<file path="src/cpu_types_pkg.sv">
// CPU shared types
package cpu_types_pkg;

    // Datapath widths
    localparam int word_w = 32;
    localparam int reg_addr_w = 5;
    localparam int num_regs = 32;

    typedef logic [word_w-1:0] word_t;
    typedef logic [reg_addr_w-1:0] regbits_t;

    // RV32I major opcodes in use
    typedef enum logic [6:0] {
        op_r      = 7'b0110011,
        op_imm    = 7'b0010011,
        op_load   = 7'b0000011,
        op_store  = 7'b0100011,
        op_branch = 7'b1100011
    } opcode_t;

    // All ones stops the core
    localparam word_t halt_word = 32'hffff_ffff;

    typedef enum logic [2:0] {
        alu_add,
        alu_sub,
        alu_and,
        alu_or,
        alu_xor
    } aluop_t;

    // Instruction formats, MSB first
    typedef struct packed {
        logic [6:0] funct7;
        regbits_t   rs2;
        regbits_t   rs1;
        logic [2:0] funct3;
        regbits_t   rd;
        opcode_t    opcode;
    } r_fmt_t;

    typedef struct packed {
        logic [11:0] imm;
        regbits_t    rs1;
        logic [2:0]  funct3;
        regbits_t    rd;
        opcode_t     opcode;
    } i_fmt_t;

    typedef struct packed {
        logic [6:0] imm_hi;
        regbits_t   rs2;
        regbits_t   rs1;
        logic [2:0] funct3;
        logic [4:0] imm_lo;
        opcode_t    opcode;
    } s_fmt_t;

    // Branch offset bits are scattered
    typedef struct packed {
        logic       imm12;
        logic [5:0] imm10_5;
        regbits_t   rs2;
        regbits_t   rs1;
        logic [2:0] funct3;
        logic [3:0] imm4_1;
        logic       imm11;
        opcode_t    opcode;
    } b_fmt_t;

    // One word, four views
    typedef union packed {
        r_fmt_t r_fmt;
        i_fmt_t i_fmt;
        s_fmt_t s_fmt;
        b_fmt_t b_fmt;
    } instr_u;

    // Fetch to dispatch latch
    typedef struct packed {
        logic   valid;
        instr_u instr;
        word_t  pc;
    } fd_t;

    // Issue to execute latch
    typedef struct packed {
        logic   valid;
        instr_u instr;
        word_t  pc;
        word_t  rdat1;
        word_t  rdat2;
    } ie_t;

    // Execute to writeback latch
    typedef struct packed {
        logic     valid;
        logic     wen;
        regbits_t wsel;
        word_t    wdat;
    } ew_t;

    // Data memory request
    typedef struct packed {
        logic  ren;
        logic  wen;
        word_t addr;
        word_t store;
    } dmem_req_t;

endpackage

</file>
<file path="src/execute.sv">
// Execute stage
module execute (
    input  logic                     CLK,
    input  logic                     nrst,
    input  cpu_types_pkg::ie_t       ie,
    input  logic                     dhit,
    input  cpu_types_pkg::word_t     dmemload,
    output cpu_types_pkg::dmem_req_t dmem,
    output logic                     busy,
    output logic                     redirect,
    output cpu_types_pkg::word_t     redirect_pc,
    output cpu_types_pkg::ew_t       ew
);
    cpu_types_pkg::opcode_t opc;
    cpu_types_pkg::aluop_t aluop;
    cpu_types_pkg::word_t imm_i;
    cpu_types_pkg::word_t imm_s;
    cpu_types_pkg::word_t imm_b;
    cpu_types_pkg::word_t port_b;
    cpu_types_pkg::word_t alu_out;
    cpu_types_pkg::dmem_req_t mem_req;
    cpu_types_pkg::regbits_t mem_rd;
    logic is_alu;
    logic is_mem;
    logic mem_pend;

    assign opc = ie.instr.r_fmt.opcode;
    assign is_alu = (opc == cpu_types_pkg::op_r) || (opc == cpu_types_pkg::op_imm);
    assign is_mem = ie.valid && ((opc == cpu_types_pkg::op_load)
                 || (opc == cpu_types_pkg::op_store));

    // Immediates, sign extended
    assign imm_i = {{20{ie.instr.i_fmt.imm[11]}}, ie.instr.i_fmt.imm};
    assign imm_s = {{20{ie.instr.s_fmt.imm_hi[6]}}, ie.instr.s_fmt.imm_hi,
                    ie.instr.s_fmt.imm_lo};
    assign imm_b = {{19{ie.instr.b_fmt.imm12}}, ie.instr.b_fmt.imm12, ie.instr.b_fmt.imm11,
                    ie.instr.b_fmt.imm10_5, ie.instr.b_fmt.imm4_1, 1'b0};

    // ALU op from funct3, funct7 bit 5 selects SUB on register ops
    always_comb begin
        aluop = cpu_types_pkg::alu_add;
        if (opc == cpu_types_pkg::op_r) begin
            case (ie.instr.r_fmt.funct3)
                3'b000: aluop = ie.instr.r_fmt.funct7[5] ? cpu_types_pkg::alu_sub
                                                         : cpu_types_pkg::alu_add;
                3'b100: aluop = cpu_types_pkg::alu_xor;
                3'b110: aluop = cpu_types_pkg::alu_or;
                3'b111: aluop = cpu_types_pkg::alu_and;
                default: ;
            endcase
        end else if (opc == cpu_types_pkg::op_imm) begin
            case (ie.instr.i_fmt.funct3)
                3'b100: aluop = cpu_types_pkg::alu_xor;
                3'b110: aluop = cpu_types_pkg::alu_or;
                3'b111: aluop = cpu_types_pkg::alu_and;
                default: ;
            endcase
        end
    end

    assign port_b = (opc == cpu_types_pkg::op_r) ? ie.rdat2 : imm_i;

    always_comb begin
        case (aluop)
            cpu_types_pkg::alu_sub: alu_out = ie.rdat1 - port_b;
            cpu_types_pkg::alu_and: alu_out = ie.rdat1 & port_b;
            cpu_types_pkg::alu_or:  alu_out = ie.rdat1 | port_b;
            cpu_types_pkg::alu_xor: alu_out = ie.rdat1 ^ port_b;
            default:                alu_out = ie.rdat1 + port_b;
        endcase
    end

    // BEQ on funct3 000, BNE on 001
    assign redirect = ie.valid && (opc == cpu_types_pkg::op_branch)
                   && ((ie.rdat1 == ie.rdat2) ^ ie.instr.b_fmt.funct3[0]);
    assign redirect_pc = ie.pc + imm_b;

    // Memory op parked here until dhit
    always_ff @(posedge CLK, negedge nrst) begin
        if (!nrst) begin
            mem_req <= '0;
        end else if (is_mem) begin
            mem_req.ren <= (opc == cpu_types_pkg::op_load);
            mem_req.wen <= (opc == cpu_types_pkg::op_store);
            mem_req.addr <= ie.rdat1 + ((opc == cpu_types_pkg::op_load) ? imm_i : imm_s);
            mem_req.store <= ie.rdat2;
        end else if (mem_pend && dhit) begin
            mem_req.ren <= 1'b0;
            mem_req.wen <= 1'b0;
        end
    end

    always_ff @(posedge CLK) begin
        if (is_mem) begin
            mem_rd <= ie.instr.i_fmt.rd;
        end
    end

    assign mem_pend = mem_req.ren || mem_req.wen;
    assign dmem = mem_req;
    assign busy = is_mem || (mem_pend && !dhit);

    // Writeback select, load data or ALU result
    always_comb begin
        ew = '0;
        if (mem_pend && dhit) begin
            ew.valid = 1'b1;
            ew.wen = mem_req.ren && (mem_rd != '0);
            ew.wsel = mem_rd;
            ew.wdat = dmemload;
        end else if (ie.valid && !is_mem) begin
            ew.valid = 1'b1;
            ew.wen = is_alu && (ie.instr.r_fmt.rd != '0);
            ew.wsel = ie.instr.r_fmt.rd;
            ew.wdat = alu_out;
        end
    end

endmodule

</file>
<file path="src/fetch.sv">
// Instruction fetch stage
module fetch (
    input  logic                 CLK,
    input  logic                 nrst,
    input  logic                 ihit,
    input  cpu_types_pkg::word_t imemload,
    input  logic                 stall,
    input  logic                 redirect,
    input  cpu_types_pkg::word_t redirect_pc,
    output cpu_types_pkg::word_t imemaddr,
    output cpu_types_pkg::fd_t   fd
);
    cpu_types_pkg::word_t pc;
    // Set once the halt word has been taken
    logic halted;
    logic take;

    // Word accepted this cycle
    assign take = ihit && !stall && !halted && !redirect;

    always_ff @(posedge CLK, negedge nrst) begin
        if (!nrst) begin
            pc <= '0;
            halted <= 1'b0;
        end else if (redirect) begin
            // Taken branch restarts fetch at the target
            pc <= redirect_pc;
            halted <= 1'b0;
        end else if (take) begin
            pc <= pc + 32'd4;
            if (imemload == cpu_types_pkg::halt_word) begin
                halted <= 1'b1;
            end
        end
    end

    assign imemaddr = pc;

    // Pending word dropped on redirect
    assign fd.valid = ihit && !halted && !redirect;
    assign fd.instr = cpu_types_pkg::instr_u'(imemload);
    assign fd.pc = pc;

endmodule

</file>
<file path="src/regfile.sv">
// Register file
module regfile (
    input  logic                    CLK,
    input  logic                    nrst,
    input  logic                    wen,
    input  cpu_types_pkg::regbits_t wsel,
    input  cpu_types_pkg::word_t    wdat,
    input  cpu_types_pkg::regbits_t rsel1,
    input  cpu_types_pkg::regbits_t rsel2,
    output cpu_types_pkg::word_t    rdat1,
    output cpu_types_pkg::word_t    rdat2
);
    cpu_types_pkg::word_t regs [cpu_types_pkg::num_regs];
    logic wr_live;

    // x0 writes are dropped
    assign wr_live = wen && (wsel != '0);

    always_ff @(posedge CLK, negedge nrst) begin
        if (!nrst) begin
            regs <= '{default: '0};
        end else if (wr_live) begin
            regs[wsel] <= wdat;
        end
    end

    // Bypass the value being written
    assign rdat1 = (wr_live && wsel == rsel1) ? wdat : regs[rsel1];
    assign rdat2 = (wr_live && wsel == rsel2) ? wdat : regs[rsel2];

endmodule

</file>
<file path="src/sc_datapath.sv">
// Scalar CPU datapath top
module sc_datapath (
    input  logic                 CLK,
    input  logic                 nrst,
    input  logic                 ihit,
    input  cpu_types_pkg::word_t imemload,
    output cpu_types_pkg::word_t imemaddr,
    input  logic                 dhit,
    input  cpu_types_pkg::word_t dmemload,
    output logic                 dmemren,
    output logic                 dmemwen,
    output cpu_types_pkg::word_t dmemaddr,
    output cpu_types_pkg::word_t dmemstore,
    output logic                 halt
);
    // Pipeline latches
    cpu_types_pkg::fd_t fd_fetch;
    cpu_types_pkg::fd_t fd_dispatch;
    cpu_types_pkg::ie_t ie_issue;
    cpu_types_pkg::ie_t ie_execute;
    cpu_types_pkg::ew_t ew_execute;
    cpu_types_pkg::ew_t ew_writeback;

    cpu_types_pkg::dmem_req_t dmem;
    cpu_types_pkg::regbits_t rsel1;
    cpu_types_pkg::regbits_t rsel2;
    cpu_types_pkg::word_t rdat1;
    cpu_types_pkg::word_t rdat2;
    cpu_types_pkg::word_t redirect_pc;
    logic dispatch;
    logic ex_busy;
    logic redirect;
    logic fd_stall;

    // Dispatch latch full and not draining
    assign fd_stall = fd_dispatch.valid && !dispatch;

    fetch FETCH (
        .CLK         (CLK),
        .nrst        (nrst),
        .ihit        (ihit),
        .imemload    (imemload),
        .stall       (fd_stall),
        .redirect    (redirect),
        .redirect_pc (redirect_pc),
        .imemaddr    (imemaddr),
        .fd          (fd_fetch)
    );

    scoreboard SCOREBOARD (
        .CLK      (CLK),
        .nrst     (nrst),
        .fd       (fd_dispatch),
        .ex_busy  (ex_busy),
        .redirect (redirect),
        .wb       (ew_writeback),
        .rsel1    (rsel1),
        .rsel2    (rsel2),
        .dispatch (dispatch),
        .halt     (halt)
    );

    regfile REGFILE (
        .CLK   (CLK),
        .nrst  (nrst),
        .wen   (ew_writeback.valid && ew_writeback.wen),
        .wsel  (ew_writeback.wsel),
        .wdat  (ew_writeback.wdat),
        .rsel1 (rsel1),
        .rsel2 (rsel2),
        .rdat1 (rdat1),
        .rdat2 (rdat2)
    );

    // Operands join the dispatched word
    assign ie_issue.valid = fd_dispatch.valid;
    assign ie_issue.instr = fd_dispatch.instr;
    assign ie_issue.pc = fd_dispatch.pc;
    assign ie_issue.rdat1 = rdat1;
    assign ie_issue.rdat2 = rdat2;

    execute EXECUTE (
        .CLK         (CLK),
        .nrst        (nrst),
        .ie          (ie_execute),
        .dhit        (dhit),
        .dmemload    (dmemload),
        .dmem        (dmem),
        .busy        (ex_busy),
        .redirect    (redirect),
        .redirect_pc (redirect_pc),
        .ew          (ew_execute)
    );

    assign dmemren = dmem.ren;
    assign dmemwen = dmem.wen;
    assign dmemaddr = dmem.addr;
    assign dmemstore = dmem.store;

    always_ff @(posedge CLK, negedge nrst) begin
        if (!nrst) begin
            fd_dispatch <= '0;
            ie_execute <= '0;
            ew_writeback <= '0;
        end else begin
            // Taken branch squashes the word behind it
            if (redirect) begin
                fd_dispatch.valid <= 1'b0;
            end else if (!fd_stall) begin
                fd_dispatch <= fd_fetch;
            end
            // Bubble unless something dispatched
            ie_execute <= dispatch ? ie_issue : '0;
            ew_writeback <= ew_execute;
        end
    end

endmodule

</file>
<file path="src/scoreboard.sv">
// Scoreboard with dispatch control
module scoreboard (
    input  logic                    CLK,
    input  logic                    nrst,
    input  cpu_types_pkg::fd_t      fd,
    input  logic                    ex_busy,
    input  logic                    redirect,
    input  cpu_types_pkg::ew_t      wb,
    output cpu_types_pkg::regbits_t rsel1,
    output cpu_types_pkg::regbits_t rsel2,
    output logic                    dispatch,
    output logic                    halt
);
    // One pending-write bit per register
    logic [cpu_types_pkg::num_regs-1:0] busy;
    logic [cpu_types_pkg::num_regs-1:0] busy_eff;
    logic [cpu_types_pkg::num_regs-1:0] set_mask;
    logic [cpu_types_pkg::num_regs-1:0] clr_mask;
    cpu_types_pkg::opcode_t opc;
    cpu_types_pkg::regbits_t rd;
    logic uses_rs1;
    logic uses_rs2;
    logic writes_rd;
    logic is_halt;
    logic hazard;

    // Register fields sit in the same place in every format
    assign opc = fd.instr.r_fmt.opcode;
    assign rsel1 = fd.instr.r_fmt.rs1;
    assign rsel2 = fd.instr.r_fmt.rs2;
    assign rd = fd.instr.r_fmt.rd;
    assign is_halt = (cpu_types_pkg::word_t'(fd.instr) == cpu_types_pkg::halt_word);

    always_comb begin
        uses_rs1 = 1'b0;
        uses_rs2 = 1'b0;
        writes_rd = 1'b0;
        case (opc)
            cpu_types_pkg::op_r: begin
                uses_rs1 = 1'b1;
                uses_rs2 = 1'b1;
                writes_rd = 1'b1;
            end
            cpu_types_pkg::op_imm, cpu_types_pkg::op_load: begin
                uses_rs1 = 1'b1;
                writes_rd = 1'b1;
            end
            cpu_types_pkg::op_store, cpu_types_pkg::op_branch: begin
                uses_rs1 = 1'b1;
                uses_rs2 = 1'b1;
            end
            default: ;
        endcase
        // x0 never tracked
        if (rd == '0) begin
            writes_rd = 1'b0;
        end
    end

    // Writeback this cycle frees the register, read sees it via write-through
    always_comb begin
        clr_mask = '0;
        clr_mask[wb.wsel] = wb.valid && wb.wen;
        set_mask = '0;
        set_mask[rd] = dispatch && writes_rd;
    end

    assign busy_eff = busy & ~clr_mask;
    assign hazard = (uses_rs1 && busy_eff[rsel1]) || (uses_rs2 && busy_eff[rsel2])
                 || (writes_rd && busy_eff[rd]);
    assign dispatch = fd.valid && !hazard && !ex_busy && !halt && !redirect;

    always_ff @(posedge CLK, negedge nrst) begin
        if (!nrst) begin
            busy <= '0;
            halt <= 1'b0;
        end else begin
            // New writer wins over a same-cycle clear
            busy <= busy_eff | set_mask;
            if (dispatch && is_halt) begin
                halt <= 1'b1;
            end
        end
    end

endmodule

</file>
<file path="config.mk">
export PLATFORM = sky130hd
export DESIGN_NAME = sc_datapath
export DESIGN_NICKNAME = d
export VERILOG_FILES = /design/src/cpu_types_pkg.sv /design/src/execute.sv /design/src/fetch.sv /design/src/regfile.sv /design/src/sc_datapath.sv /design/src/scoreboard.sv
export SDC_FILE = /design/constraint.sdc
export NUM_CORES = 2
export LEC_CHECK = 0
export BUFFER_PORTS_ARGS = -buffer_cell sky130_fd_sc_hd__buf_2
export CAP_MARGIN = 40
export CORE_UTILIZATION = 50
export CTS_CLUSTER_DIAMETER = 40
export DETAILED_ROUTE_END_ITERATION = 10
export PLACE_DENSITY = 0.66
export SLEW_MARGIN = 20
export SYNTH_ARGS = -nofsm -noshare
export SYNTH_HDL_FRONTEND = slang
export SYNTH_HIERARCHICAL = 1
export SYNTH_SLANG_ARGS = --single-unit
</file>
<file path="constraint.sdc">
create_clock -name CLK -period 5.5 [get_ports CLK]
set_input_delay 0.825 -clock CLK [delete_from_list [all_inputs] [get_ports CLK]]
set_output_delay 0.825 -clock CLK [all_outputs]
set_load 0.005 [all_outputs]
</file>
# Word level (Yosys, flattened, before mapping)
# Index checks and enable logic that the tools add are counted.
dict set report totals {
  reg_bits 1394
  inputBits 68
  output_inout_bits 99
  elab_cells 208
}
dict set report op_classes {
  n_addsub 5
  order_cmp 10
  eq_ne 23
  mux 45
  bitwise 14
  reduce_logical 58
}
# operator count
set ops {}
lappend ops {{bitwise mux 1024 bit} 1}
lappend ops {{binary-select mux 32 bit (select 5 bit)} 2}
lappend ops {{2-to-1 mux 32 bit} 10}
lappend ops {{demux 32 bit (select 5 bit)} 1}
lappend ops {{2-to-1 mux 129 bit} 1}
lappend ops {{bitwise AND 32 bit} 4}
lappend ops {{one-hot mux 32 bit (4 select lines)} 1}
lappend ops {{adder 32 bit} 3}
lappend ops {{2-to-1 mux 39 bit} 2}
lappend ops {{2-to-1 mux 65 bit} 1}
lappend ops {{equality test 32 bit (second input constant)} 2}
lappend ops {{OR 32 bit} 2}
lappend ops {{adder 32 x 3 -> 32 bit (second input constant)} 1}
lappend ops {{equality test 32 bit} 1}
lappend ops {{inverter 32 bit} 1}
lappend ops {{subtractor 32 bit} 1}
lappend ops {{bitwise XOR 32 bit} 1}
lappend ops {{logical AND 1 bit} 30}
lappend ops {{equality test 7 x 6 -> 1 bit (second input constant)} 4}
lappend ops {{< comparator 5 x 6 -> 1 bit (second input constant)} 4}
lappend ops {{>= comparator 6 bit (second input constant)} 3}
lappend ops {{inverter 5 -> 6 bit} 3}
lappend ops {{binary-select mux 1 bit (select 5 bit)} 3}
lappend ops {{nonzero test 5 bit} 3}
lappend ops {{27 further kinds} 70}

# Longest topological paths before layout
dict set report depth {
  ltp_word 25
  depth_mapped 20
  mapped_depth_nobuf 19
}

# Cells and area by module
# The synthesis kept the hierarchy.
# mod n_inst cells_per_inst area_each_um2 seq_area_each_um2
set by_module_without_submodules {}
lappend by_module_without_submodules {regfile 1 3434 53712.8 25624.6}
lappend by_module_without_submodules {execute 1 1469 10786.6 1801.7}
lappend by_module_without_submodules {sc_datapath 1 451 7805.0 5830.6}
lappend by_module_without_submodules {scoreboard 1 297 2737.6 825.8}
lappend by_module_without_submodules {fetch 1 281 2472.4 825.8}

# Least setup slack after synthesis
# No wires, ideal clock.
dict set report synth_path {
  path_kind {register -> register}
  startpoint {register ie_execute[98] (netlist name)}
  endpoint {register ew_writeback[29] (netlist name)}
  setup_time_ps 136
  arrival_time_ps 4117
  t_required_ps 5364
  slack_ps 1247
  path_stages_with_launch 19
  path_buffers 3
  period_less_slack_ps 4253
  path_cell_list {dfrtp_1 and4bb_1 and3_1 clkbuf_1 clkbuf_1 buf_2 mux2i_1 xnor2_1 ha_1 nor2b_1 o311a_1 o31a_1 o21ai_1 a211o_1 a31oi_1 a41oi_1 a21boi_1 xnor2_1 a21oi_1}
}
# element line
set synth_lines {}
lappend synth_lines {{start: declaration} sc_datapath.sv:20} ;# cpu_types_pkg::ie_t ie_execute;
lappend synth_lines {{start signal: assignment} sc_datapath.sv:113} ;# ie_execute <= dispatch ? ie_issue : '0;
lappend synth_lines {{end signal: assignment} sc_datapath.sv:114} ;# ew_writeback <= ew_execute;
lappend synth_lines {{end: declaration} sc_datapath.sv:22} ;# cpu_types_pkg::ew_t ew_writeback;

# Worst setup path in the final report
dict set report layout_path {
  startpoint {register ew_writeback[32] (netlist name)}
  endpoint {register FETCH.pc[31], in the netlist FETCH/imemaddr[31]}
}
dict set report layout_via {
  elab_chain_len 24
  elab_cells_between_ends 31
  cone_classes {order compare: 2; mux: 8; bitwise: 3; reduce/logical: 18}
}
# element line
set layout_rtl {}
lappend layout_rtl {{< comparator 5 x 6 -> 1 bit (not written as such) or >= comparator 5 x 1 -> 1 bit (tied branches)} scoreboard.sv:63} ;# clr_mask[wb.wsel] = wb.valid && wb.wen;
lappend layout_rtl {{logical AND 1 bit} scoreboard.sv:63}
lappend layout_rtl {{2-to-1 mux 1 bit (not written as such)} scoreboard.sv:63}
lappend layout_rtl {{demux 1 bit (select 5 bit) (*)} n/a}
lappend layout_rtl {{bitwise AND 32 bit (no line) (*)} n/a}
lappend layout_rtl {{inverter 32 bit (*)} scoreboard.sv:68} ;# assign busy_eff = busy & ~clr_mask;
lappend layout_rtl {{bitwise AND 32 bit (*)} scoreboard.sv:68}
lappend layout_rtl {{binary-select mux 1 bit (select 5 bit)} scoreboard.sv:69} ;# assign hazard = (uses_rs1 && busy_eff[rsel1]) || (uses_rs2 && busy_eff[rsel2])
lappend layout_rtl {{(+5 left out)} n/a}
lappend layout_rtl {{logical AND 1 bit (*) (4 in a row)} scoreboard.sv:71} ;# assign dispatch = fd.valid && !hazard && !ex_busy && !halt && !redirect;
lappend layout_rtl {{via dispatch} sc_datapath.sv:30} ;# logic dispatch;
lappend layout_rtl {{zero test 1 bit (*)} sc_datapath.sv:36} ;# assign fd_stall = fd_dispatch.valid && !dispatch;
lappend layout_rtl {{logical AND 1 bit (*)} sc_datapath.sv:36}
lappend layout_rtl {{via fd_stall} sc_datapath.sv:33} ;# logic fd_stall;
lappend layout_rtl {{zero test 1 bit (*)} n/a}
lappend layout_rtl {{logical AND 1 bit (*) (3 in a row)} fetch.sv:19} ;# assign take = ihit && !stall && !halted && !redirect;
lappend layout_rtl {{nonzero test 2 bit (no line) (*)} n/a}
lappend layout_rtl {{end signal: assignment} fetch.sv:27} ;# pc <= redirect_pc;
lappend layout_rtl {{end signal: assignment} fetch.sv:30} ;# pc <= pc + 32'd4;
lappend layout_rtl {{end: declaration} fetch.sv:13} ;# cpu_types_pkg::word_t pc;
# Mark *: on every way through the listed nets, which the timed path passes. The rest lies on a longest branch. The select of a mux whose other input is x is not followed.
# A chain may end at the register's enable or synchronous reset.

==> reports/qor.txt <==
Crit-path max FO = 15
Critical Path RT = 6260 ps
Setup TNS = 0 ps
Worst EP arrival = 5850 ps
# setup viols final = 0
Root Driver = clkbuf_16
CP max stage delay = 660 ps
CP Buf/Inv Count = 0
DR WL/cell = 30.04 µm
Detailed-route DRC error count = 0
Core Area = 152,800 µm²
Fin util = 57.00%
Worst-path cell chain = nand4_1 > o21ai_0 > mux2i_1 > a221oi_1 > nor2_1 > o211ai_2 > o211ai_4 > nor2_4 > nor2b_4 > nor3b_4 > nand3_1 > or4_1 > a31oi_1
Mapped Area = 77,360 µm²
Fillers = 12,260
Antenna-violating nets left = 0
Power density cells = 281.9 nW/µm²
Crit. End Element = flop
Setup bufs post-CTS = 0
# rows = 143
RSZ-0062 raised after global routing = false
Max-Cap Viols = 0
Largest net degree at the start of global routing = 179
Vias = 53,660
Clk slew on worst S/H paths = 60 ps
PostCTS Resize Cnt = 0
Peak supply drop = 0.2865 mV
Commonest non-fill, non-tap cell in the layout = dfrtp_1
Hold_buf cts = 1
CTS tree = done
Ratio of final minimum period to clock period = 92.67%
Detailed Place HPWL = 155,700 µm
Placed Area = 80,210 µm²
Input/output buffers = 166
Global-route wire length before repair = 362,200 µm
Tmin final = 5097 ps
Design area = 87,090 µm²
Total CTS buffers = 184
# IOs = 167
Initial antenna violation count = 4
FF/Latch Area = 34,800 µm²
Share of layout cells above drive strength 1 = 40.29%
Crit Path Class = reg2reg
Die area = 156,300 µm²
Commonest cells after routing, fill and taps aside = 1,378 x dfrtp_1, 1,043 x mux2_2, 521 x mux4_2
Hold Path Class = in2reg
Final GP Congestion = 0.9755
Fin. max-slew vios = 0
Avg Cell Area, Syn = 13.06 µm²
Die height = 395.3 µm
Hold Slack = 252.9 ps
Crit path max-delay family = simple AND/OR/NAND/NOR gates
Worst skew pair latency = 840 ps
Net Count, Synth = 6,149
Vias in the first global route = 54,870
Overflow after GRT = 0
Static leakage = 40.52 nW
Initial core utilization = 50.63%
Crit path max-delay cell type = dfrtp_1
DRT Wirelength = 243,300 µm
Critical Path Start Type = flop
Status = completed
Final #Nets = 6,131
Worst Tran Pin Value = 1083 ps
DIE WIDTH = 395.3 µm
Relative slew slack = 27.83%
1st-iter DRT viols = 5,185
Final Hold Fails = 0
Multi-input gate area = 39,250 µm²
Final Skew = 41.48 ps
DRT Pass-1 Iters = 5
GRT Overall Usage = 31.19%
Synth Instances = 5,922
CTS Buffer Depth = 3
H-tree depth = 4
CTS Sinks = 1,389
Layout area overhead = 12.58%
Fmax = 196.2 MHz
Number of synthesis warnings = 6
Routed vias/inst = 6.626
==> state kept, by name, indices dropped and copies added (netlist names) <==
name	flops
ew_writeback	39
REGFILE/regs	1024
FETCH/halted	1
SCOREBOARD/busy	32
EXECUTE/mem_rd	5
FETCH/imemaddr	32
fd_dispatch	65
ie_execute	124
EXECUTE/dmem	66
SCOREBOARD/halt	1
==> power by group <==
part / switching [mW] / internal [mW] / leakage, nW
combinational: 0.812 / 0.397 / 18.4
clock: 5.03 / 8.02 / 3.25
sequential: 0.0454 / 10.2 / 18.8
total: 5.89 / 18.7 / 40.5
==> final cells by class <==
type	instances	area share (%)
well taps	2030	2.916
repair buffers	386	3.859
multi-input cells	3838	45.07
clock buffers	226	5.772
diodes	4	0.01149
clock inverters	120	1.958
inverters	105	0.4525
flip-flops and latches	1389	39.96
==> per-stage QoR <==
step,instances,worst slack (ps),power [mW]
after floorplan,5922,1247,11.07
after global placement,7681,679.4,11.66
after global routing,8094,28.17,25.14
final,8098,402.9,24.55
after detailed placement,7740,545.9,11.67
after CTS,8087,532.0,24.65
==> routing by layer <==
metal,vias up,track usage (%),wire (µm)
met2,2418,47.17,111600
met5,-,0,13
met3,616,7.168,20360
met1,28320,42.34,98790
li1,22300,-,-
met4,2,15.63,12490
==> final timing paths <==
kind                                    start                  to  slack [ps]  cells after the start
max                          ew_writeback[32]  FETCH/imemaddr[31]         400                     13
min in group asynchronous                nrst      ie_execute[95]         570                      2
min reg2reg                REGFILE/regs[1018]  REGFILE/regs[1018]         390                      0
max in group asynchronous                nrst   REGFILE/regs[745]        3390                      3
min                              imemload[27]     fd_dispatch[59]         250                      2
max reg2reg                  ew_writeback[32]  FETCH/imemaddr[31]         400                     13
(Power assumes the default switching activity.)
